===== config.mk =====
export PLATFORM = sky130hd
export DESIGN_NAME = chroni_regs
export DESIGN_NICKNAME = d
export VERILOG_FILES = /design/src/chroni_pkg.sv /design/src/chroni_regs.sv
export SDC_FILE = /design/constraint.sdc
export NUM_CORES = 1
export LEC_CHECK = 0
export BUFFER_PORTS_ARGS = -buffer_cell sky130_fd_sc_hd__buf_4
export CORE_MARGIN = 2
export CORE_UTILIZATION = 54
export CTS_BUF_LIST = sky130_fd_sc_hd__clkbuf_16
export DETAILED_ROUTE_END_ITERATION = 12
export PLACE_DENSITY = 0.79
export SLEW_MARGIN = 20
export SYNTH_ARGS = -nofsm -noshare
export SYNTH_HDL_FRONTEND = slang
export SYNTH_SLANG_ARGS = --single-unit

===== constraint.sdc =====
create_clock -name sys_clk -period 3.7 [get_ports sys_clk]
set_clock_uncertainty 0.15 [all_clocks]
set_input_delay 0.74 -clock sys_clk [delete_from_list [all_inputs] [get_ports sys_clk]]
set_output_delay 0.74 -clock sys_clk [all_outputs]
set_load 0.1 [all_outputs]

===== src/chroni_pkg.sv =====
package chroni_pkg;

   localparam int vram_addr_w     = 17;
   localparam int vram_size       = 131072;
   localparam int chars_per_line  = 40;
   localparam int char_idx_w      = 6;
   localparam int scan_rows       = 8;
   localparam int scan_w          = 3;
   localparam int pixels_per_char = 8;
   localparam int color_w         = 16;
   localparam int pal_idx_w       = 8;

   // cpu register window, 16 bytes
   localparam logic [15:0] reg_base      = 16'h9000;
   localparam logic [3:0]  reg_dl_lo     = 4'd0;    // dl address bits 8:1
   localparam logic [3:0]  reg_dl_hi     = 4'd1;    // dl address bits 16:9
   localparam logic [3:0]  reg_pal_index = 4'd4;
   localparam logic [3:0]  reg_pal_data  = 4'd5;    // low byte then high byte
   localparam logic [3:0]  reg_vaddr_lo  = 4'd6;
   localparam logic [3:0]  reg_vaddr_mid = 4'd7;
   localparam logic [3:0]  reg_vaddr_hi  = 4'd8;
   localparam logic [3:0]  reg_vdata     = 4'd9;

   localparam int          dl_lms_bit  = 6;
   localparam logic [3:0]  dl_end_code = 4'd1;
   localparam int          lms_bytes   = 6;      // text addr then attr addr, 3 bytes each

   typedef logic [vram_addr_w-1:0] vram_addr_t;
   typedef logic [color_w-1:0]     color_t;

   typedef enum logic [2:0] {
      dl_idle, dl_read, dl_read_wait, dl_lms_read, dl_exec
   } dl_state_t;

   typedef enum logic [2:0] {
      fd_idle, fd_text_read, fd_attr_read, fd_font_read, fd_font_fetch, fd_font_wait,
      fd_font_write
   } fetch_state_t;

endpackage


===== src/chroni_regs.sv =====
`timescale 1ns/1ps

module chroni_regs (
   input  logic                               sys_clk,
   input  logic                               rst,
   input  logic [15:0]                        cpu_addr,
   input  logic [7:0]                         cpu_wr_data,
   input  logic                               cpu_wr_en,
   output chroni_pkg::vram_addr_t             dl_base,
   output logic                               vram_wr_en,
   output chroni_pkg::vram_addr_t             vram_wr_addr,
   output logic [7:0]                         vram_wr_data,
   output logic                               pal_wr_en,
   output logic [chroni_pkg::pal_idx_w-1:0]   pal_wr_addr,
   output chroni_pkg::color_t                 pal_wr_data
);

   logic                             reg_wr;
   logic                             pal_hi;     // next data byte is the high half
   logic                             pal_pend;   // full pair waiting to be written
   logic [chroni_pkg::pal_idx_w-1:0] pal_index;
   chroni_pkg::color_t               pal_value;
   chroni_pkg::vram_addr_t           port_addr;

   assign reg_wr = cpu_wr_en && cpu_addr[15:4] == chroni_pkg::reg_base[15:4];

   always_ff @(posedge sys_clk) begin
      vram_wr_en <= 1'b0;
      pal_wr_en  <= 1'b0;
      if (rst) begin
         dl_base   <= '0;
         port_addr <= '0;
         pal_index <= '0;
         pal_hi    <= 1'b0;
         pal_pend  <= 1'b0;
      end else if (reg_wr) begin
         case (cpu_addr[3:0])
            chroni_pkg::reg_dl_lo:     dl_base[8:1]    <= cpu_wr_data;
            chroni_pkg::reg_dl_hi:     dl_base[16:9]   <= cpu_wr_data;
            chroni_pkg::reg_pal_index: begin
               pal_index <= cpu_wr_data;
               pal_hi    <= 1'b0;
            end
            chroni_pkg::reg_pal_data: begin
               if (!pal_hi) begin
                  pal_value[7:0] <= cpu_wr_data;
                  pal_hi         <= 1'b1;
               end else begin
                  pal_value[15:8] <= cpu_wr_data;
                  pal_hi          <= 1'b0;
                  pal_pend        <= 1'b1;
               end
            end
            chroni_pkg::reg_vaddr_lo:  port_addr[7:0]  <= cpu_wr_data;
            chroni_pkg::reg_vaddr_mid: port_addr[15:8] <= cpu_wr_data;
            chroni_pkg::reg_vaddr_hi:  port_addr[16]   <= cpu_wr_data[0];
            chroni_pkg::reg_vdata: begin
               vram_wr_en   <= 1'b1;
               vram_wr_addr <= port_addr;
               vram_wr_data <= cpu_wr_data;
               port_addr    <= port_addr + 1'b1;
            end
            default: ;
         endcase
      end else if (pal_pend) begin
         // commit on a quiet cpu cycle
         pal_wr_en   <= 1'b1;
         pal_wr_addr <= pal_index;
         pal_wr_data <= pal_value;
         pal_index   <= pal_index + 1'b1;
         pal_pend    <= 1'b0;
      end
   end

   // a pending pair would be overwritten or land at the wrong index
   a_pal_pair_overrun: assert property (@(posedge sys_clk) disable iff (rst)
      pal_pend && reg_wr |-> cpu_addr[3:0] != chroni_pkg::reg_pal_data &&
                             cpu_addr[3:0] != chroni_pkg::reg_pal_index)
      else $error("palette register written before the previous pair was committed");

endmodule


# Yosys cells after proc, flatten, opt, wreduce, memory -nomap -nowiden
# Index checks and enable logic that the tools add are counted.
# op_classes
add_sub_neg,2
multipliers,0
n_div,0
n_lt_le_gt_ge,0
eq_ne,9
n_shift,0
mux,10
bitwise,3
n_reduce_logical,21
# op_table
operator,n
8-bit case mux with 2 select lines,2
8-bit two-way mux,3
"17-bit by 1-bit adder with 17-bit output, second input constant",1
"4-bit by 3-bit equality test with 1-bit output, second input constant",4
2-bit AND reduction,8
"12-bit equality test, second input constant",1
2-bit nonzero test,5
"8-bit by 1-bit adder with 8-bit output, second input constant",1
"4-bit equality test, second input constant",2
4-bit AND reduction,2
3-bit AND reduction,2
"4-bit by 1-bit equality test with 1-bit output, second input constant",1
4-bit logical NOT,1
1-bit case mux with 2 select lines,2
2-bit OR reduction,2
1-bit two-way mux,3
1-bit NOT,3
"2-bit by 1-bit inequality test with 1-bit output, second input constant",1
1-bit logical AND,1
# word_totals
ff_bits,110
latch_bits,0
ramBits,0
rom_bits,0
input_bits,27
output_inout_bits,68
word_cells,61
n_memories,0

# Logic depth before layout (Yosys ltp)
# Gate-level depths: netlist of run 1.
# depth
ltp_word,4
ltp_mapped,8
depth_no_buf,6

# Least setup slack after synthesis of run 1
# OpenSTA, ideal clock, no wires.
# synth_path
path_type,input to register
startpoint,input cpu_addr[1]
endpoint,"register vram_wr_addr[0], enable pin"
setup_time_ns,0.407
arrival_time_ns,2.576
t_required_ns,3.143
path_slack_ns,0.567
path_stages,6
path_buffers,4
cell_sequence,buf_6 -> nand4bb_1 -> buf_2 -> buf_2 -> buf_2 -> nor2_1
# synth_via
elab_chain_cells,2
# synth_rtl
element,line_no,rtl
start: declaration,chroni_regs.sv:6,"input logic [15:0] cpu_addr,"
4-bit equality test,chroni_regs.sv:37,case (cpu_addr[3:0])
3-bit AND reduction (no line),--,
end signal: assignment,chroni_regs.sv:59,vram_wr_addr <= port_addr;
end: declaration,chroni_regs.sv:11,"output chroni_pkg::vram_addr_t vram_wr_addr,"
# Every way passes these cells.
# A chain may end at the register's enable or synchronous reset.

# Worst setup path after layout of run 1
# layout_path
startpoint,input cpu_addr[5]
endpoint,register pal_index[6] (netlist name)
# layout_via
elab_chain_cells,4
elab_cells_between_ends,6
cone_classes,2 x eq/ne; 1 x mux; 3 x reduce/logical
# layout_rtl
element,line_no,rtl
12-bit equality test *,chroni_regs.sv:25,assign reg_wr = cpu_wr_en && cpu_addr[15:4] == chroni_pkg::reg_base[15:4];
1-bit logical AND *,chroni_regs.sv:25,
2-bit by 1-bit inequality test with 1-bit output (no line) or 2-bit nonzero test (tied branches),--,
2-bit AND reduction (no line),--,
end signal: assignment,chroni_regs.sv:41,pal_index <= cpu_wr_data;
end signal: assignment,chroni_regs.sv:70,pal_index <= pal_index + 1'b1;
end: declaration,chroni_regs.sv:21,logic [chroni_pkg::pal_idx_w-1:0] pal_index;
# Mark *: on every way between the ends. The rest lies on a longest branch, timed or not.

==> flow_metrics.tcl, run 1 <==
set metrics [dict create \
    synth_seq_cells 110 \
    seq_power_share 0.545 \
    tightest_slew_ns 0.644 \
    cpMaxStageDelayCell "nor2_1" \
    wl_per_cell_um 18.2 \
    start_util 0.561 \
    antenna_found_initial 0 \
    top_layer_used "met4" \
    cts.path.max_buffers 2 \
    vias_per_cell 5.94 \
    hold_path.class "reg2reg" \
    setup_tns_ns 0 \
    layout_common_cells "buf_4, edfxtp_1, nand2_1" \
    fin_crit_sh 0.703 \
    die_h_um 94.0 \
    crit_buf_inv 1 \
    hold_violations 0 \
    first_iter_violations 391 \
    finalCriticalPeriod_ns 2.60 \
    synthCells 383 \
    num_antenna_cells 0 \
    syn_area_um2 4380 \
    clock_latency_ns 0.34 \
    yosysWarnings 0 \
    path_cells "buf_4 -> nor4_2 -> nand4_1 -> nor2_1 -> a211oi_1 -> nor4_1" \
    yosys.cell_types.count 53 \
    clock-sinks 110 \
    ys.flop_type "edfxtp_1" \
    worstSetupPathType "in2reg" \
    fillers 571 \
    ys_seq_area_frac 0.652 \
    grt_max_degree 49 \
    core_area_um2 7810 \
    switching_power_uw 505 \
    wl_met1_um 4580 \
    routed_wl_um 10600 \
    crit_fanout 13 \
    grt_pass1_vias 3155 \
    sw_frac_of_total 0.214 \
    endpoint_kind "register" \
    max_freq_mhz 384 \
    cts-buffers-inserted 9 \
    gr-usage-all-layers 0.246 \
    clk_pin_slew_ns 0.07 \
    avgSynthCellArea_um2 11.4 \
    dieArea_um2 8840 \
    firstDrtPassIters 5 \
    dpl_cell_area_um2 5150 \
    synth_nets 412 \
    maxCapViolations 0 \
    maxSlewHeadroom 0.569 \
    start_kind "primary input" \
    root_buffer "clkbuf_16" \
    final_nets 504 \
    power.internal_uw 1850 \
    grt_overflow 0 \
    ant_nets 0 \
    portBuffers 93 \
    status "completed" \
    synthArstFlopShare 0 \
    cp_num_cells 6 \
    grt_first_pass_wirelength_um 16500 \
    comb_power_share 0.034 \
    crit_path_max_incr_delay_ns 0.64 \
    crit_arrival_ns 2.70 \
    cp_top_family "simple AND/OR/NAND/NOR gates" \
    power_density_nw_per_um2 432 \
    wl_met2_um 4840 \
    placementRows 32 \
    wl_met3_um 950 \
    gp_congestion 0.923 \
    dieWidth_um 94.0 \
    syn2layout_area_growth_pct 24.6 \
    cts_resized 0 \
    hpwl_um 6860 \
    final_common_cell "buf_4" \
    p_leak_uw 0.00197 \
    synth-edff-count 65 \
    drc 0 \
    rr_worst_depth 6 \
    grt_setup_unrepaired "no" \
    vias 3459 \
    drive_gt1_frac 0.258 \
    required_ns 3.80 \
    finish.instance_area_um2 5450 \
    cts_tree "yes" \
    min_path_cells 0 \
    clkPwrFrac 0.420 \
    final-max-slew-violation-count 0 \
    htree_levels 3 \
    peakVddDrop_v 0.000328 \
    postCtsHoldBufs 0 \
    finalSetupViolCount 0 \
    num_io_pins 95 \
    cts_setup_buffers 0 \
]
## power groups by stage
| stage | registers [uW] | logic (uW) | clock network (uW) |
|---|---|---|---|
| after floorplan | 1310 | 35.9 | 0 |
| after global placement | 1310 | 77.5 | 0 |
| after detailed placement | 1310 | 78.8 | 0 |
| after CTS | 1280 | 79.1 | 995 |
| after global routing | 1280 | 85.3 | 1040 |
| final | 1280 | 80.3 | 990 |
## metal layers
layer | track usage | vias to the layer above
li1 | - | 1602
met1 | 0.355 | 1625
met2 | 0.374 | 213
met3 | 0.0465 | 19
met4 | 0.0894 | 0
met5 | 0 | -
## synthesized netlist by cell type, drive strengths merged (2+ instances only)
cell,count,share of area
a211oi,2,0.0034
a21o,2,0.0034
a21oi,42,0.051
a311oi,2,0.0040
a31oi,3,0.0043
and2,5,0.0071
and3,7,0.010
and3b,2,0.0040
and4,3,0.0060
buf,13,0.019
clkbuf,5,0.0043
dfxtp,45,0.21
edfxtp,65,0.45
ha,2,0.0057
inv,3,0.0026
nand2,51,0.044
nand2b,5,0.0071
nand3,14,0.016
nand4,8,0.011
nand4b,2,0.0040
nor2,32,0.027
nor2b,4,0.0057
nor3,9,0.010
nor3b,2,0.0034
nor4,6,0.010
o211ai,4,0.0080
o21a,3,0.0051
o21ai,18,0.021
o31ai,2,0.0034
o32ai,4,0.011
or3,4,0.0057
## through the flow
stage	worst slack [ns]	hold WS (ns)	util	instances	total power [uW]
2_1_floorplan	0.567	0.250	-	383	1350
3_3_place_gp	0.897	0.251	0.659	566	1390
3_5_place_dp	0.723	0.255	0.659	566	1390
4_1_cts	1.08	0.269	0.699	582	2360
5_1_grt	0.926	0.276	0.699	582	2410
6_report	1.10	0.269	0.699	582	2350
## kinds of logic (layout without fill, tap and decap cells)
kind of cell / Yosys count / after routing / synth area share
compound gates: 90 / 90 / 0.132
fa+ha+maj: 2 / 2 / 0.00572
buf+inv: 21 / 118 / 0.0263
flops: 110 / 110 / 0.652
other cells: 1 / 1 / 0.000857
simple gates: 159 / 159 / 0.184
## final timing paths
check | startpoint | to | slack [ns]
max | cpu_addr[5] | pal_index[6] | 1.10
max reg2reg | port_addr[0] | port_addr[16] | 1.58
min reg2reg | pal_value[9] | pal_wr_data[9] | 0.27
min | pal_value[9] | pal_wr_data[9] | 0.27
## state kept, by name, summed over array words and instances (netlist names)
register      count
dl_base          16
pal_hi            1
pal_index         8
pal_pend          1
pal_value        16
pal_wr_addr       8
pal_wr_data      16
pal_wr_en         1
port_addr        17
vram_wr_addr     17
vram_wr_data      8
vram_wr_en        1
## cell type report
| cell class | instances | area, um2 | area share |
|---|---|---|---|
| Clock buffer | 9 | 225 | 0.0413 |
| Inverter | 3 | 11.3 | 0.00206 |
| Timing Repair Buffer | 99 | 743 | 0.136 |
| Sequential cell | 110 | 2850 | 0.523 |
| Multi-Input combinational cell | 252 | 1410 | 0.259 |
| Tap cell | 102 | 128 | 0.0234 |
| Clock inverter | 7 | 80.1 | 0.0147 |
(Power assumes the default switching activity.)
==> run 2: changes to the inputs <==
--- a/config.mk
+++ b/config.mk
@@ -5,12 +5,13 @@
 export SDC_FILE = /design/constraint.sdc
 export NUM_CORES = 1
 export LEC_CHECK = 0
+export ABC_AREA = 1
 export BUFFER_PORTS_ARGS = -buffer_cell sky130_fd_sc_hd__buf_4
 export CORE_MARGIN = 2
-export CORE_UTILIZATION = 54
+export CORE_UTILIZATION = 55
 export CTS_BUF_LIST = sky130_fd_sc_hd__clkbuf_16
 export DETAILED_ROUTE_END_ITERATION = 12
-export PLACE_DENSITY = 0.79
+export PLACE_DENSITY = 0.8
 export SLEW_MARGIN = 20
 export SYNTH_ARGS = -nofsm -noshare
 export SYNTH_HDL_FRONTEND = slang
==> constraint.sdc (replaced) <==
create_clock -name sys_clk -period 2.7 [get_ports sys_clk]
set_clock_uncertainty 0.15 [all_clocks]
set_input_delay 0.54 -clock sys_clk [delete_from_list [all_inputs] [get_ports sys_clk]]
set_output_delay 0.54 -clock sys_clk [all_outputs]
set_load 0.1 [all_outputs]
==> run 2 against run 1 <==
Routed wire length increased by 7.6%; count of clock-buffer cells in the layout unchanged; non-clock buffer count unchanged; highest routed layer unchanged; synthesized cell count increased by 43%; critical path type unchanged.
==> flow_metrics.tcl, run 2 <==
set metrics [dict create \
    setup_tns_ns 0 \
    status "completed" \
    cpMaxStageDelayCell "buf_4" \
    final_nets 673 \
    num_io_pins 95 \
    synth_area_leaders "edfxtp_1, dfxtp_1, nand2_1" \
    peakVddDrop_v 0.000368 \
    final_common_cell "nand2_1" \
    ant_nets 0 \
    worstSetupPathType "in2reg" \
    synth_most_common_cell "nand2_1" \
    root_buffer "clkbuf_16" \
    synth_top_cell_by_area "edfxtp_1" \
    fin_crit_sh 0.726 \
    cts-buffers-inserted 9 \
    reg_top3 "port_addr (17), vram_wr_addr (17)" \
    gp_congestion 0.889 \
    yosys.cell_types.count 30 \
    finalSetupViolCount 0 \
    cts_setup_buffers 0 \
    dieWidth_um 97.5 \
    dieArea_um2 9510 \
    wl_per_cell_um 15.0 \
    total_power_uw 3220 \
    num_antenna_cells 0 \
    yosysTopAreaCellShare 0.406 \
    die_h_um 97.5 \
    final-max-slew-violation-count 0 \
    postCtsHoldBufs 0 \
    crit_path_max_incr_delay_ns 0.31 \
    vias_per_cell 5.35 \
    cts.path.max_buffers 2 \
    grt_pass1_vias 3837 \
    synth_commonest_cells "nand2_1, nor2_1, edfxtp_1" \
    synth_seq_cells 110 \
    core_area_um2 8590 \
    dp_slack_ns 0.390 \
    cts_tree "yes" \
    grt_max_degree 39 \
    drive_gt1_frac 0.210 \
    routed_wl_um 11400 \
    avgSynthCellArea_um2 8.81 \
    vias 4048 \
    antenna_found_initial 0 \
    start_util 0.560 \
    cts_resized 0 \
    htree_levels 3 \
    placementRows 34 \
    clock-sinks 110 \
    endpoint_kind "register" \
    max_freq_mhz 510 \
    clk_pin_slew_ns 0.07 \
    start_kind "primary input" \
    hold_violations 0 \
    gr-usage-all-layers 0.242 \
    fin_ws_ns 0.741 \
    layout_common_cells "nand2_1, buf_4, nor2_1" \
    grt_first_pass_wirelength_um 18300 \
    hpwl_um 7540 \
    finalCriticalPeriod_ns 1.96 \
    crit_arrival_ns 1.82 \
    grt_setup_unrepaired "no" \
    synth_nets 575 \
    maxCapViolations 0 \
    required_ns 2.56 \
    p_leak_uw 0.00263 \
    synthArstFlopShare 0 \
    synthCells 546 \
    crit_buf_inv 3 \
    drc 0 \
    path_cells "buf_4 -> nor2_2 -> nand3_2 -> nor2_4 -> nand2_4 -> inv_4 -> nand2_1 -> nor2_2 -> buf_4" \
    hold_path.class "reg2reg" \
    firstDrtPassIters 5 \
    clock_latency_ns 0.34 \
    crit_fanout 25 \
    cp_top_family "simple AND/OR/NAND/NOR gates" \
    portBuffers 93 \
    grt_overflow 0 \
    syn_area_um2 4810 \
    power_density_nw_per_um2 545 \
    first_iter_violations 276 \
    ys.flop_type "edfxtp_1" \
    syn2layout_area_growth_pct 22.6 \
    synth-edff-count 65 \
    ys_seq_area_frac 0.593 \
    yosysWarnings 0 \
]
run 2: layout make-up:
| type | count | area (um2) |
|---|---|---|
| repair buffers | 99 | 743 |
| flip-flops and latches | 110 | 2850 |
| well taps | 108 | 135 |
| clock inverters | 7 | 77.6 |
| clock buffers | 9 | 225 |
| inverters | 67 | 254 |
| multi-input cells | 357 | 1610 |
| fillers | 658 | 2690 |
run 2: layer usage:
metal	up-vias	wire (um)	global-route usage
li1	1941	-	-
met1	1851	4520	0.309
met2	227	5430	0.401
met3	29	1120	0.0547
met4	0	310	0.0983
met5	-	0	0
run 2: path summary, 6_finish.rpt:
kind                            cells after the start    startpoint  slack [ns]              end
worst max-delay path                                9  cpu_addr[11]        0.74  vram_wr_data[0]
worst min-delay path                                0  pal_value[5]        0.28   pal_wr_data[5]
worst max register to register                      7  port_addr[0]        0.74    port_addr[12]
worst min register to register                      0  pal_value[5]        0.28   pal_wr_data[5]
run 2: metrics by stage:
| stage | hold WS, ns | std cells | cell area (um2) | util |
|---|---|---|---|---|
| global route | 0.284 | 757 | 5900 | 0.687 |
| detailed placement | 0.255 | 741 | 5600 | 0.652 |
| floorplan | 0.250 | 546 | 4810 | - |
| global placement | 0.253 | 741 | 5600 | 0.652 |
| finish | 0.280 | 757 | 5900 | 0.687 |
| CTS | 0.278 | 757 | 5900 | 0.687 |
run 2: cells by family (layout without fill, tap and decap cells):
| kind of cell | count (synthesis) | after routing | synth area share |
|---|---|---|---|
| AND/OR/NAND/NOR | 312 | 312 | 0.281 |
| buffers and inverters | 79 | 182 | 0.0728 |
| adder cells (fa/ha/maj) | 2 | 2 | 0.00520 |
| flip-flops | 110 | 110 | 0.593 |
| AO/OA/AOI/OAI | 40 | 40 | 0.0439 |
| other | 1 | 1 | 0.000779 |
| XOR/XNOR | 2 | 2 | 0.00364 |
run 2: power breakdown:
group	switching, uW	total (uW)	internal, uW
clock network	609	1340	730
registers	0.0155	1760	1760
logic	78.7	116	37.0
run 2: worst reg2reg max path: cells and delay by family, from the launching register on:
kind | cells | cell delay, ns
adder cells (fa/ha/maj) | 1 | 0.21
flip-flops | 1 | 0.42
AO/OA/AOI/OAI | 2 | 0.45
AND/OR/NAND/NOR | 4 | 0.66
