$ cat src/chroni_pkg.sv
package chroni_pkg;

   localparam int vram_addr_w     = 17;
   localparam int vram_size       = 131072;
   localparam int chars_per_line  = 40;
   localparam int char_idx_w      = 6;
   localparam int scan_rows       = 8;
   localparam int scan_w          = 3;
   localparam int pixels_per_char = 8;
   localparam int color_w         = 16;
   localparam int pal_idx_w       = 8;

   // cpu register window, 16 bytes
   localparam logic [15:0] reg_base      = 16'h9000;
   localparam logic [3:0]  reg_dl_lo     = 4'd0;    // dl address bits 8:1
   localparam logic [3:0]  reg_dl_hi     = 4'd1;    // dl address bits 16:9
   localparam logic [3:0]  reg_pal_index = 4'd4;
   localparam logic [3:0]  reg_pal_data  = 4'd5;    // low byte then high byte
   localparam logic [3:0]  reg_vaddr_lo  = 4'd6;
   localparam logic [3:0]  reg_vaddr_mid = 4'd7;
   localparam logic [3:0]  reg_vaddr_hi  = 4'd8;
   localparam logic [3:0]  reg_vdata     = 4'd9;

   localparam int          dl_lms_bit  = 6;
   localparam logic [3:0]  dl_end_code = 4'd1;
   localparam int          lms_bytes   = 6;      // text addr then attr addr, 3 bytes each

   typedef logic [vram_addr_w-1:0] vram_addr_t;
   typedef logic [color_w-1:0]     color_t;

   typedef enum logic [2:0] {
      dl_idle, dl_read, dl_read_wait, dl_lms_read, dl_exec
   } dl_state_t;

   typedef enum logic [2:0] {
      fd_idle, fd_text_read, fd_attr_read, fd_font_read, fd_font_fetch, fd_font_wait,
      fd_font_write
   } fetch_state_t;

endpackage

$ cat src/chroni_spram.sv
`timescale 1ns/1ps

module chroni_spram #(
   parameter int  depth  = 64,
   parameter type data_t = logic [7:0]
) (
   input  logic                     sys_clk,
   input  logic [$clog2(depth)-1:0] addr,
   input  logic                     we,
   input  data_t                    wr_data,
   output data_t                    rd_data
);

   data_t mem [depth];

   always_ff @(posedge sys_clk) begin
      if (we) begin
         mem[addr] <= wr_data;
      end
      rd_data <= mem[addr];   // old data on a write cycle
   end

endmodule

$ cat src/chroni_text_fetch.sv
`timescale 1ns/1ps

module chroni_text_fetch (
   input  logic                              sys_clk,
   input  logic                              rst,
   input  logic                              frame_start,
   input  logic                              row_start,
   input  logic                              line_start,
   input  logic                              lms_load,
   input  chroni_pkg::vram_addr_t            text_base,
   input  chroni_pkg::vram_addr_t            attr_base,
   input  logic [chroni_pkg::scan_w-1:0]     scan,
   input  logic [7:0]                        vram_rd_data,
   input  logic                              busy,
   output chroni_pkg::vram_addr_t            vram_rd_addr,
   output logic                              glyph_valid,
   output logic [7:0]                        glyph,
   output logic [7:0]                        attr,
   output logic [chroni_pkg::char_idx_w-1:0] char_col
);

   chroni_pkg::fetch_state_t          state;
   chroni_pkg::vram_addr_t            load_text;   // row start addresses
   chroni_pkg::vram_addr_t            load_attr;
   chroni_pkg::vram_addr_t            rd_ptr;
   logic [chroni_pkg::char_idx_w-1:0] idx;
   logic [chroni_pkg::char_idx_w-1:0] ram_addr;
   logic [1:0]                        mem_wait;
   logic                              text_we;
   logic                              attr_we;
   logic [7:0]                        ram_wr_data;
   logic [7:0]                        text_rd;
   logic [7:0]                        attr_rd;
   logic                              last_char;

   assign last_char = idx == chroni_pkg::char_idx_w'(chroni_pkg::chars_per_line - 1);

   chroni_spram #(.depth(2 ** chroni_pkg::char_idx_w), .data_t(logic [7:0])) text_ram (
      .sys_clk (sys_clk),
      .addr    (ram_addr),
      .we      (text_we),
      .wr_data (ram_wr_data),
      .rd_data (text_rd)
   );

   chroni_spram #(.depth(2 ** chroni_pkg::char_idx_w), .data_t(logic [7:0])) attr_ram (
      .sys_clk (sys_clk),
      .addr    (ram_addr),
      .we      (attr_we),
      .wr_data (ram_wr_data),
      .rd_data (attr_rd)
   );

   always_ff @(posedge sys_clk) begin
      text_we     <= 1'b0;
      attr_we     <= 1'b0;
      glyph_valid <= 1'b0;
      if (rst) begin
         state     <= chroni_pkg::fd_idle;
         load_text <= '0;
         load_attr <= '0;
      end else if (frame_start) begin
         state <= chroni_pkg::fd_idle;
      end else if (row_start) begin
         state    <= chroni_pkg::fd_text_read;
         idx      <= '0;
         mem_wait <= 2'd2;
         if (lms_load) begin
            load_text <= text_base;
            load_attr <= attr_base;
            rd_ptr    <= text_base;
         end else begin
            rd_ptr <= load_text;
         end
      end else if (line_start) begin
         state <= chroni_pkg::fd_font_read;
         idx   <= '0;
      end else begin
         case (state)
            chroni_pkg::fd_text_read, chroni_pkg::fd_attr_read: begin
               vram_rd_addr <= rd_ptr;   // one address per cycle, data 2 cycles later
               rd_ptr       <= rd_ptr + 1'b1;
               if (mem_wait != 2'd0) begin
                  mem_wait <= mem_wait - 1'b1;
               end else begin
                  ram_addr    <= idx;
                  ram_wr_data <= vram_rd_data;
                  text_we     <= state == chroni_pkg::fd_text_read;
                  attr_we     <= state == chroni_pkg::fd_attr_read;
                  idx         <= idx + 1'b1;
                  if (last_char) begin
                     idx      <= '0;
                     mem_wait <= 2'd2;
                     rd_ptr   <= load_attr;
                     state    <= state == chroni_pkg::fd_text_read ? chroni_pkg::fd_attr_read
                                                                   : chroni_pkg::fd_font_read;
                  end
               end
            end
            chroni_pkg::fd_font_read: begin
               ram_addr <= idx;
               char_col <= idx;
               mem_wait <= 2'd1;
               state    <= chroni_pkg::fd_font_fetch;
            end
            chroni_pkg::fd_font_fetch: begin
               if (mem_wait != 2'd0) begin
                  mem_wait <= mem_wait - 1'b1;
               end else begin
                  vram_rd_addr <= chroni_pkg::vram_addr_t'({text_rd, scan});  // glyph byte
                  attr         <= attr_rd;
                  mem_wait     <= 2'd1;
                  state        <= chroni_pkg::fd_font_wait;
               end
            end
            chroni_pkg::fd_font_wait: begin
               if (mem_wait != 2'd0) begin
                  mem_wait <= mem_wait - 1'b1;
               end else begin
                  glyph <= vram_rd_data;
                  state <= chroni_pkg::fd_font_write;
               end
            end
            chroni_pkg::fd_font_write: begin
               if (!busy) begin
                  glyph_valid <= 1'b1;
                  if (last_char) begin
                     state <= chroni_pkg::fd_idle;
                     if (scan == chroni_pkg::scan_w'(chroni_pkg::scan_rows - 1)) begin
                        load_text <= load_text + chroni_pkg::vram_addr_t'(chroni_pkg::chars_per_line);
                        load_attr <= load_attr + chroni_pkg::vram_addr_t'(chroni_pkg::chars_per_line);
                     end
                  end else begin
                     idx   <= idx + 1'b1;
                     state <= chroni_pkg::fd_font_read;
                  end
               end
            end
            default: ;
         endcase
      end
   end

endmodule

$ cat config.mk
export PLATFORM = sky130hd
export DESIGN_NAME = chroni_text_fetch
export DESIGN_NICKNAME = d
export VERILOG_FILES = /design/src/chroni_pkg.sv /design/src/chroni_spram.sv /design/src/chroni_text_fetch.sv
export SDC_FILE = /design/constraint.sdc
export NUM_CORES = 1
export LEC_CHECK = 0
export BUFFER_PORTS_ARGS = -buffer_cell sky130_fd_sc_hd__buf_2
export CAP_MARGIN = 20
export CORE_MARGIN = 2
export CORE_UTILIZATION = 40
export CTS_CLUSTER_DIAMETER = 120
export DETAILED_ROUTE_END_ITERATION = 16
export PLACE_DENSITY = 0.6
export SYNTH_ARGS = -nofsm -noshare
export SYNTH_HDL_FRONTEND = slang
export SYNTH_HIERARCHICAL = 1
export SYNTH_SLANG_ARGS = --single-unit
$ cat constraint.sdc
create_clock -name sys_clk -period 2.6 [get_ports sys_clk]
set_clock_uncertainty 0.2 [all_clocks]
set_input_delay 0.13 -clock sys_clk [delete_from_list [all_inputs] [get_ports sys_clk]]
set_output_delay 0.13 -clock sys_clk [all_outputs]
set_load 0.1 [all_outputs]
# == Word level (Yosys, flattened, before mapping) ==
# Memory sizes are Yosys's and may differ from the RTL's. A register that Yosys moved wholly into a read port is not among the register bits.
# Cells that the tools add are included.
# word_totals
regBits,118
ramBits,1024
inputBits,52
output_inout_bits,40
word_cells,142
memories,2
# classes
add_sub_neg,5
n_eq_ne,29
muxes,49
n_bitwise,7
reduce_logical,33
# memory_table
memory,words,word_bits,rd,rd_ports_with_merged_regs,wr,line_no,rtl
attr_ram.mem,64,8,1,1,1,chroni_spram.sv:14,data_t mem [depth];
text_ram.mem,64,8,1,1,1,chroni_spram.sv:14,
# ops
operator,n
17-bit two-way mux,20
6-bit AND reduction,11
"17-bit by 6-bit adder with 17-bit output, second input constant",2
17-bit case mux with 2 select lines,1
6-bit two-way mux,5
"4-bit != test, second input constant",7
6-bit case mux with 2 select lines,2
"3-bit != test, second input constant",6
"17-bit by 1-bit adder with 17-bit output, second input constant",1
3-bit two-way mux,5
3-bit case mux with 5 select lines,1
2-bit two-way mux,7
"2-bit != test, second input constant",7
2-bit nonzero test,7
"3-bit equality test, second input constant",4
5-bit nonzero test,2
2-bit case mux with 4 select lines,1
1-bit two-way mux,7
1-bit inverter,7
7-bit AND reduction,1
7-bit nonzero test,1
"6-bit by 1-bit adder with 6-bit output, second input constant",1
"3-bit by 2-bit equality test with 1-bit output, second input constant",2
"6-bit equality test, second input constant",1
other kinds (12),14

# == Depth between registers and ports, before layout ==
# Gate-level depths: netlist (run 1).
# depth
depth_word,7
depth_mapped,10
mapped_depth_nobuf,6

# == Hierarchy ==
# Netlist (run 1), hierarchy kept.
# by_module_without_submodules
module,n_inst,cells_per_inst,area_per_inst_um2,seq_area_each_um2
chroni_spram at text_ram,1,1171,20449.6,15534.9
chroni_spram at attr_ram,1,1170,20002.9,15534.9
chroni_text_fetch,1,595,5945.7,3143.0

# == Worst setup path before layout (run 1) ==
# No wires, ideal clock.
# synth_path
kind,flip-flop to flip-flop
from,register ram_addr[1] in the netlist's numbering
to,memory text_ram/mem[13][0] in the netlist's numbering (enable)
setup_ps,370
t_arrival_ps,2161
required_time_ps,2030
slack_ps,-132
path_stages_with_launch,8
path_buffers,4
period_less_slack_ps,2732
path_cell_list,edfxtp_1 -> buf_6 -> buf_6 -> nor2b_1 -> clkbuf_1 -> clkbuf_1 -> nand3_1 -> nor2_1
# synth_lines
item,line_no,rtl
"start, declared",chroni_text_fetch.sv:27,logic [chroni_pkg::char_idx_w-1:0] ram_addr;
"start signal, assigned",chroni_text_fetch.sv:86,ram_addr <= idx;
"start signal, assigned",chroni_text_fetch.sv:101,ram_addr <= idx;
"end, declared",chroni_spram.sv:14,
# No word-level cell before the write port.

==> results of run 1 <==
[cells in the final DEF, fill, tap and decap left out, types with 32 or more instances in the layout]
cell type / n
sky130_fd_sc_hd__edfxtp_1: 1102
sky130_fd_sc_hd__buf_4: 499
sky130_fd_sc_hd__nor2_1: 190
sky130_fd_sc_hd__nand2_1: 139
sky130_fd_sc_hd__clkbuf_16: 116
sky130_fd_sc_hd__mux2i_1: 115
sky130_fd_sc_hd__a22oi_1: 105
sky130_fd_sc_hd__a21oi_1: 94
sky130_fd_sc_hd__buf_12: 94
sky130_fd_sc_hd__dlygate4sd3_1: 94
sky130_fd_sc_hd__buf_2: 91
sky130_fd_sc_hd__o21ai_0: 71
sky130_fd_sc_hd__a221oi_1: 59
sky130_fd_sc_hd__mux4_2: 59
sky130_fd_sc_hd__dfxtp_1: 55
sky130_fd_sc_hd__o22ai_1: 48
sky130_fd_sc_hd__mux2_2: 41
sky130_fd_sc_hd__nor2_2: 40
sky130_fd_sc_hd__buf_6: 40
sky130_fd_sc_hd__nand2b_1: 35
sky130_fd_sc_hd__nand3_1: 34
sky130_fd_sc_hd__a221oi_2: 32
[synthesized netlist by cell type, drive strengths merged (48+ instances only)]
master	instances
edfxtp	1102
nor2	235
nand2	144
a22oi	126
mux2i	122
buf	118
a21oi	102
a221oi	96
o21ai	92
clkbuf	86
mux4	59
dfxtp	56
o22ai	53
mux2	48
[per-stage QoR]
step / util [%] / hold slack [ps] / setup TNS, ps / cell area, um2 / power, mW
6_report: 52.3 / 65.7 / -2460 / 59900 / 37.4
3_3_place_gp: 46.5 / 136 / -4000 / 53300 / 21.1
4_1_cts: 51.8 / 19.3 / -2300 / 59400 / 37.6
3_5_place_dp: 46.5 / 131 / -4690 / 53300 / 21.1
2_1_floorplan: - / 8.60 / -59450 / 46500 / 20.9
5_1_grt: 52.3 / 62.1 / -5430 / 59900 / 38.3
[kinds of logic after synthesis]
group | Yosys count | synth area share, %
DFF | 1158 | 73.7
AOI/OAI and AO/OA | 669 | 10.3
and+or+nand+nor | 634 | 6.59
muxes | 229 | 6.66
buffers and inverters | 220 | 2.21
xor gates and xnor gates | 19 | 0.359
adders and majority gates | 7 | 0.189
[layer usage]
layer  track usage (%)  up-vias  wire [um]
li1                  -    13275          -
met1              31.2    15189      56600
met2              34.9     1292      61600
met3              4.40      223      11200
met4              6.82        0       3850
met5                 0        -          0
[state kept, by name, summed over array words and instances, names as in the netlist, 17 cells and up]
signal        flops
attr_ram/mem    512
text_ram/mem    512
load_attr        17
load_text        17
rd_ptr           17
vram_rd_addr     17
[worst max path at each step]
stage | startpoint | to | slack, ps
final | ram_addr[1] | attr_ram/rd_data[2] | -240
after global routing | ram_addr[1] | text_ram/rd_data[6] | -280
after CTS | ram_addr[2] | attr_ram/rd_data[1] | -250
after detailed placement | ram_addr[1] | attr_ram/rd_data[4] | -620
after global placement | ram_addr[1] | attr_ram/rd_data[4] | -580
after floorplan | ram_addr[1] | text_ram/mem[13][0] | -130
[final cells by class]
type	instances	area [um2]	share of cell area [%]
clock buffers	132	2960	4.94
flip-flops and latches	1158	34200	57.1
well taps	1512	1890	3.16
inverters	16	60.1	0.100
clock inverters	82	828	1.38
diodes	1	2.50	0.00418
repair buffers	829	7760	13.0
multi-input cells	1559	12200	20.4
[where the power goes]
part	switching, mW	internal [mW]	leakage [nW]	total [mW]
Combinational	0.300	0.281	8.40	0.581
Clock	7.15	9.48	1.84	16.6
Sequential	0.0435	20.2	10.4	20.2
Total	7.49	29.9	20.6	37.4
[critical path: cells and delay by family, from the launching register on]
family / cells / cell delay [ps]
AO/OA/AOI/OAI: 3 / 900
buffers and inverters: 3 / 480
flip-flops: 1 / 480
AND/OR/NAND/NOR: 3 / 660
[what timing repair did]
action,CTS,global route
setup buffers,47,16
resized for setup,186,82
hold buffers,94,0
pin swaps,59,39
gates cloned,8,1
endpoints found under the hold margin,131,0
setup endpoints to repair,21,234
==> flow_results.xml, run 1 <==
<?xml version="1.0" encoding="UTF-8"?>
<metrics>
  <group name="run_status">
    <metric name="status" unit="">complete, but fails checks</metric>
    <metric name="failed_checks" unit="">negative setup slack</metric>
  </group>
  <group name="worst_setup_path">
    <metric name="timing.critical_path.to_type" unit="">register</metric>
    <metric name="slowest_stage" unit="">sky130_fd_sc_hd__edfxtp_1</metric>
    <metric name="critPathMaxFanout" unit="">9</metric>
    <metric name="cp_data_required_time" unit="ps">2980</metric>
    <metric name="reg2regPathDepth" unit="">9</metric>
    <metric name="critPathKind" unit="">reg -&gt; reg</metric>
    <metric name="r2r_setup_slack" unit="ps">-240</metric>
    <metric name="cpMostUsedCell" unit="">sky130_fd_sc_hd__buf_12</metric>
    <metric name="start_kind" unit="">register</metric>
    <metric name="r2r_end" unit="">attr_ram/rd_data[2]</metric>
    <metric name="crit_path_cell_trace" unit="">buf_12, buf_12, nor2b_4, buf_4, a221oi_2, nor3_2, nor4_2, o211ai_1, a2111o_1</metric>
    <metric name="r2r_start" unit="">ram_addr[1]</metric>
    <metric name="worstPathArrival" unit="ps">3220</metric>
    <metric name="worst_path_largest_cell_delay" unit="ps">480</metric>
  </group>
  <group name="yosys">
    <metric name="synth-async-reset-ratio" unit="%">0</metric>
    <metric name="ys_seq_area_share" unit="%">73.7</metric>
    <metric name="post-synth-top-area-cell" unit="">sky130_fd_sc_hd__edfxtp_1</metric>
    <metric name="ys_ff_latch" unit="">1158</metric>
    <metric name="synth-main-ff-cell" unit="">sky130_fd_sc_hd__edfxtp_1</metric>
    <metric name="ys.warnings.count" unit="">6</metric>
    <metric name="syn_nets" unit="">2995</metric>
    <metric name="fraction_of_synthesized_cell_area_taken_by_the_top_area_cell_type" unit="%">71.3</metric>
    <metric name="synth.avg_cell_area" unit="um2">15.8</metric>
    <metric name="synthCells" unit="">2936</metric>
    <metric name="synth_area" unit="um2">46400</metric>
    <metric name="post_synth_num_cell_types" unit="">85</metric>
    <metric name="synth_top_cells_by_area" unit="">sky130_fd_sc_hd__edfxtp_1 71%, sky130_fd_sc_hd__mux4_2 2.9%, sky130_fd_sc_hd__mux2i_1 2.6%, sky130_fd_sc_hd__dfxtp_1 2.4%, sky130_fd_sc_hd__a22oi_1 2.0%</metric>
    <metric name="synth_enable_flop_cells" unit="">1102</metric>
  </group>
  <group name="timing">
    <metric name="rsz0062_at_grt" unit="">yes</metric>
    <metric name="max_slew.worst_pin.slew" unit="ps">975</metric>
    <metric name="worst_slew_margin_relative_to_its_limit" unit="%">35.0</metric>
    <metric name="finalSetupViolations" unit="">16</metric>
    <metric name="fraction_of_the_cycle_the_final_worst_path_needs" unit="%">109</metric>
    <metric name="fin_crit" unit="ps">2840</metric>
    <metric name="timing.fmax" unit="GHz">0.352</metric>
    <metric name="setup_slack" unit="ps">-240</metric>
    <metric name="timing.final.max_slew_violations" unit="">0</metric>
    <metric name="final_hold_viol_count" unit="">0</metric>
  </group>
  <group name="clocking">
    <metric name="clockRootBuffer" unit="">sky130_fd_sc_hd__clkbuf_16</metric>
    <metric name="cts.path.max_buffers" unit="">3</metric>
    <metric name="htree_levels" unit="">3</metric>
    <metric name="cts_buffers" unit="">114</metric>
    <metric name="clk_pin_slew" unit="ps">60</metric>
    <metric name="clock_tree_from_tritoncts" unit="">done</metric>
    <metric name="cts_num_sinks" unit="">1158</metric>
    <metric name="skew_pair_late_insertion_delay" unit="ps">730</metric>
  </group>
  <group name="job">
    <metric name="max-cap-violations" unit="">0</metric>
  </group>
  <group name="global_routing">
    <metric name="grt_antenna_before_repair" unit="">4</metric>
    <metric name="grt_remaining_overflow" unit="">0</metric>
    <metric name="via_count_of_the_first_global_routing_pass" unit="">29505</metric>
    <metric name="global_route.usage.total" unit="%">22.2</metric>
    <metric name="grt_pass1_wl" unit="um">194000</metric>
    <metric name="grt_max_degree" unit="">129</metric>
  </group>
  <group name="pwr">
    <metric name="p_leak" unit="nW">20.6</metric>
    <metric name="ir_drop" unit="uV">554</metric>
    <metric name="power_per_cell_area" unit="nW/um2">624</metric>
  </group>
  <group name="routing">
    <metric name="wire_per_inst" unit="um">25.2</metric>
    <metric name="firstDrtPassIters" unit="">6</metric>
    <metric name="drt_iter0_drc" unit="">3227</metric>
    <metric name="postRouteWirelength" unit="um">133000</metric>
    <metric name="vias_per_cell" unit="">5.67</metric>
    <metric name="detailroute.via_count" unit="">29979</metric>
    <metric name="antenna_left" unit="">0</metric>
    <metric name="drc_errors" unit="">0</metric>
  </group>
  <group name="floorplan">
    <metric name="effective_utilization_at_floorplan" unit="%">40.5</metric>
    <metric name="top_level_ports" unit="">92</metric>
    <metric name="die_h" unit="um">345</metric>
    <metric name="fp.dieArea" unit="um2">119000</metric>
    <metric name="die_w" unit="um">345</metric>
    <metric name="rows" unit="">124</metric>
    <metric name="core_region_area" unit="um2">115000</metric>
  </group>
  <group name="placement">
    <metric name="number_of_buffer_cells_added_on_primary_ports" unit="">91</metric>
    <metric name="hpwlAfterDp" unit="um">87300</metric>
    <metric name="pre_cts_slack" unit="ps">-624</metric>
    <metric name="gp_congestion" unit="">0.911</metric>
    <metric name="numPlacedInstances" unit="">4911</metric>
  </group>
  <group name="final_layout">
    <metric name="final.fill_count" unit="">9165</metric>
    <metric name="layout-drive-gt1-share" unit="%">32.4</metric>
    <metric name="layout.nets" unit="">3737</metric>
    <metric name="stdcell_count" unit="">5289</metric>
    <metric name="syn2layout_area_growth" unit="%">29.2</metric>
  </group>
  <group name="min_path">
    <metric name="worstHoldPathType" unit="">in -&gt; reg</metric>
    <metric name="hold_path_depth" unit="">3</metric>
    <metric name="hold_path_end" unit="">vram_rd_addr[2]</metric>
    <metric name="hold_start" unit="">scan[2]</metric>
  </group>
</metrics>
(Power assumes the default switching activity.)
==> run 2: changes to the inputs <==
--- a/config.mk
+++ b/config.mk
@@ -5,7 +5,7 @@
 export SDC_FILE = /design/constraint.sdc
 export NUM_CORES = 1
 export LEC_CHECK = 0
-export BUFFER_PORTS_ARGS = -buffer_cell sky130_fd_sc_hd__buf_2
+export BUFFER_PORTS_ARGS = -buffer_cell sky130_fd_sc_hd__clkbuf_2
 export CAP_MARGIN = 20
 export CORE_MARGIN = 2
 export CORE_UTILIZATION = 40
==> run 2 against run 1 <==
The run still ends with negative setup slack left; clock-buffer cell count shrank 4; combinational power fell by 3.4%; critical path type unchanged; sequential power about the same; utilization decreased by 0.23 points; register-to-register slack better by 90 ps; fmax is 3.4% higher; sequential cell count unchanged.
==> flow_results.xml, run 2 (synthesis gave the netlist of run 1 again) <==
<?xml version="1.0" encoding="UTF-8"?>
<metrics>
  <group name="routing">
    <metric name="wire_per_inst" unit="um">25.8</metric>
    <metric name="vias_per_cell" unit="">5.77</metric>
    <metric name="drc_errors" unit="">0</metric>
    <metric name="drt_iter0_drc" unit="">3278</metric>
    <metric name="antenna_left" unit="">0</metric>
    <metric name="detailroute.via_count" unit="">30226</metric>
    <metric name="postRouteWirelength" unit="um">135000</metric>
    <metric name="firstDrtPassIters" unit="">5</metric>
  </group>
  <group name="run_status">
    <metric name="failed_checks" unit="">negative setup slack</metric>
    <metric name="status" unit="">complete, but fails checks</metric>
  </group>
  <group name="min_path">
    <metric name="hold_start" unit="">lms_load</metric>
    <metric name="worstHoldPathType" unit="">in -&gt; reg</metric>
    <metric name="hold_path_depth" unit="">4</metric>
    <metric name="hold_path_end" unit="">load_attr[3]</metric>
  </group>
  <group name="floorplan">
    <metric name="rows" unit="">124</metric>
    <metric name="effective_utilization_at_floorplan" unit="%">40.5</metric>
    <metric name="die_w" unit="um">345</metric>
    <metric name="core_region_area" unit="um2">115000</metric>
    <metric name="fp.dieArea" unit="um2">119000</metric>
    <metric name="top_level_ports" unit="">92</metric>
    <metric name="die_h" unit="um">345</metric>
  </group>
  <group name="worst_setup_path">
    <metric name="r2r_end" unit="">text_ram/rd_data[7]</metric>
    <metric name="r2r_start" unit="">ram_addr[1]</metric>
    <metric name="cp_data_required_time" unit="ps">2980</metric>
    <metric name="critPathKind" unit="">reg -&gt; reg</metric>
    <metric name="r2r_setup_slack" unit="ps">-150</metric>
    <metric name="worstPathArrival" unit="ps">3120</metric>
    <metric name="start_kind" unit="">register</metric>
    <metric name="reg2regPathDepth" unit="">7</metric>
    <metric name="timing.critical_path.to_type" unit="">register</metric>
    <metric name="critPathMaxFanout" unit="">8</metric>
  </group>
  <group name="timing">
    <metric name="setup-tns-final" unit="ps">-971</metric>
    <metric name="finalSetupViolations" unit="">11</metric>
    <metric name="timing.final.max_slew_violations" unit="">0</metric>
    <metric name="fin_crit" unit="ps">2750</metric>
    <metric name="max_slew.worst_pin.slew" unit="ps">902</metric>
    <metric name="rsz0062_at_grt" unit="">yes</metric>
    <metric name="final_hold_viol_count" unit="">0</metric>
    <metric name="fraction_of_the_cycle_the_final_worst_path_needs" unit="%">106</metric>
    <metric name="worst_slew_margin_relative_to_its_limit" unit="%">39.9</metric>
    <metric name="timing.fmax" unit="GHz">0.364</metric>
    <metric name="setup_slack" unit="ps">-146</metric>
  </group>
  <group name="final_layout">
    <metric name="layout-drive-gt1-share" unit="%">32.0</metric>
    <metric name="final_cell_mix" unit="">1102 x sky130_fd_sc_hd__edfxtp_1, 461 x sky130_fd_sc_hd__buf_4, 191 x sky130_fd_sc_hd__nor2_1</metric>
    <metric name="syn2layout_area_growth" unit="%">28.6</metric>
    <metric name="stdcell_count" unit="">5237</metric>
    <metric name="layout_commonest_cell" unit="">sky130_fd_sc_hd__edfxtp_1</metric>
    <metric name="registers_with_the_most_flip_flops" unit="">attr_ram/mem: 512 flops, text_ram/mem: 512 flops</metric>
    <metric name="layout.nets" unit="">3681</metric>
    <metric name="final_design_area_no_fill" unit="um2">59700</metric>
    <metric name="final.fill_count" unit="">9287</metric>
  </group>
  <group name="pwr">
    <metric name="post-layout-total-power" unit="mW">38.7</metric>
    <metric name="power_per_cell_area" unit="nW/um2">648</metric>
    <metric name="p_leak" unit="nW">20.4</metric>
    <metric name="ir_drop" unit="uV">580</metric>
  </group>
  <group name="placement">
    <metric name="gp_congestion" unit="">0.891</metric>
    <metric name="number_of_buffer_cells_added_on_primary_ports" unit="">91</metric>
    <metric name="hpwlAfterDp" unit="um">86700</metric>
    <metric name="numPlacedInstances" unit="">4893</metric>
    <metric name="cell_area_reported_after_detailed_placement" unit="um2">53100</metric>
  </group>
  <group name="clocking">
    <metric name="clockRootBuffer" unit="">sky130_fd_sc_hd__clkbuf_16</metric>
    <metric name="clock_tree_from_tritoncts" unit="">done</metric>
    <metric name="cts_buffers" unit="">115</metric>
    <metric name="skew_pair_late_insertion_delay" unit="ps">740</metric>
    <metric name="htree_levels" unit="">3</metric>
    <metric name="cts_num_sinks" unit="">1158</metric>
    <metric name="clk_pin_slew" unit="ps">70</metric>
    <metric name="cts.path.max_buffers" unit="">3</metric>
  </group>
  <group name="global_routing">
    <metric name="global_route.usage.total" unit="%">22.4</metric>
    <metric name="grt_pass1_wl" unit="um">197000</metric>
    <metric name="via_count_of_the_first_global_routing_pass" unit="">29477</metric>
    <metric name="grt_antenna_before_repair" unit="">6</metric>
    <metric name="grt_max_degree" unit="">129</metric>
    <metric name="grt_remaining_overflow" unit="">0</metric>
  </group>
  <group name="job">
    <metric name="max-cap-violations" unit="">0</metric>
  </group>
</metrics>
==> run 2: cell count changes in the layout (fill, tap and decap cells not counted), sizes merged <==
cell	previous run	this run
clkinvlp	8	14
dlygate4sd3	94	83
diode	1	2
nor2	235	236
and2	21	22
clkbuf	133	222
bufinv	13	23
buf	731	590
clkinv	57	49
nor2b	25	26
bufbuf	3	2
==> run 2: stage by stage <==
stage / setup slack, ps / utilization [%] / hold WS, ps
after floorplan: -132 / - / 8.60
final: -146 / 52.0 / 42.8
after detailed placement: -399 / 46.3 / 131
after global placement: -425 / 46.3 / 144
after CTS: -158 / 51.5 / 6.82
after global routing: -203 / 52.0 / 54.2
==> run 2: worst max path at each step <==
stage / from / endpoint / slack (ps)
after floorplan: ram_addr[1] / text_ram/mem[13][0] / -130
after global placement: ram_addr[0] / attr_ram/rd_data[2] / -430
after detailed placement: ram_addr[0] / attr_ram/rd_data[2] / -400
after CTS: ram_addr[0] / attr_ram/rd_data[2] / -160
after global routing: ram_addr[2] / attr_ram/rd_data[3] / -200
final: ram_addr[1] / text_ram/rd_data[7] / -150
==> run 2: worst max-delay path: stages, from the launching register on <==
cell and delay (ps):
sky130_fd_sc_hd__edfxtp_1 450, sky130_fd_sc_hd__buf_6 180, sky130_fd_sc_hd__buf_12 150, sky130_fd_sc_hd__mux2_4 300, sky130_fd_sc_hd__mux4_2 480, sky130_fd_sc_hd__o21ai_4 170, sky130_fd_sc_hd__o2111ai_1 130, sky130_fd_sc_hd__or4b_4 540
==> run 2: metal layers <==
| layer | vias to the layer above | track usage [%] | part of all wire [%] |
|---|---|---|---|
| met5 | - | 0 | 0.0081 |
| met4 | 2 | 6.03 | 2.4 |
| met3 | 186 | 3.20 | 8.2 |
| met2 | 1398 | 35.5 | 47 |
| met1 | 15474 | 32.5 | 43 |
| li1 | 13166 | - | - |
==> run 2: final cells by class <==
cell class | instances | area, um2 | share of cell area, %
Timing Repair Buffer | 769 | 7140 | 12.0
Clock inverter | 90 | 1160 | 1.94
Sequential cell | 1158 | 34200 | 57.3
Clock buffer | 128 | 2970 | 4.97
Multi-Input combinational cell | 1562 | 12200 | 20.5
Inverter | 16 | 60.1 | 0.101
Tap cell | 1512 | 1890 | 3.17
Antenna cell | 2 | 5.00 | 0.00839
==> run 2: timing repair <==
action | in CTS | in global routing
pin swaps | 36 | 36
hold buffers | 83 | 0
endpoints found under the setup margin | 90 | 110
hold endpoints to repair | 127 | 0
resized for setup | 145 | 107
setup buffers | 27 | 5
cloned | 6 | 5
==> run 2: report_power, final <==
| group | switching (mW) | total, mW | leakage (nW) | internal [mW] |
|---|---|---|---|---|
| combinational | 0.298 | 0.561 | 8.06 | 0.263 |
| clock | 7.36 | 17.9 | 1.98 | 10.6 |
| sequential | 0.0440 | 20.2 | 10.4 | 20.2 |
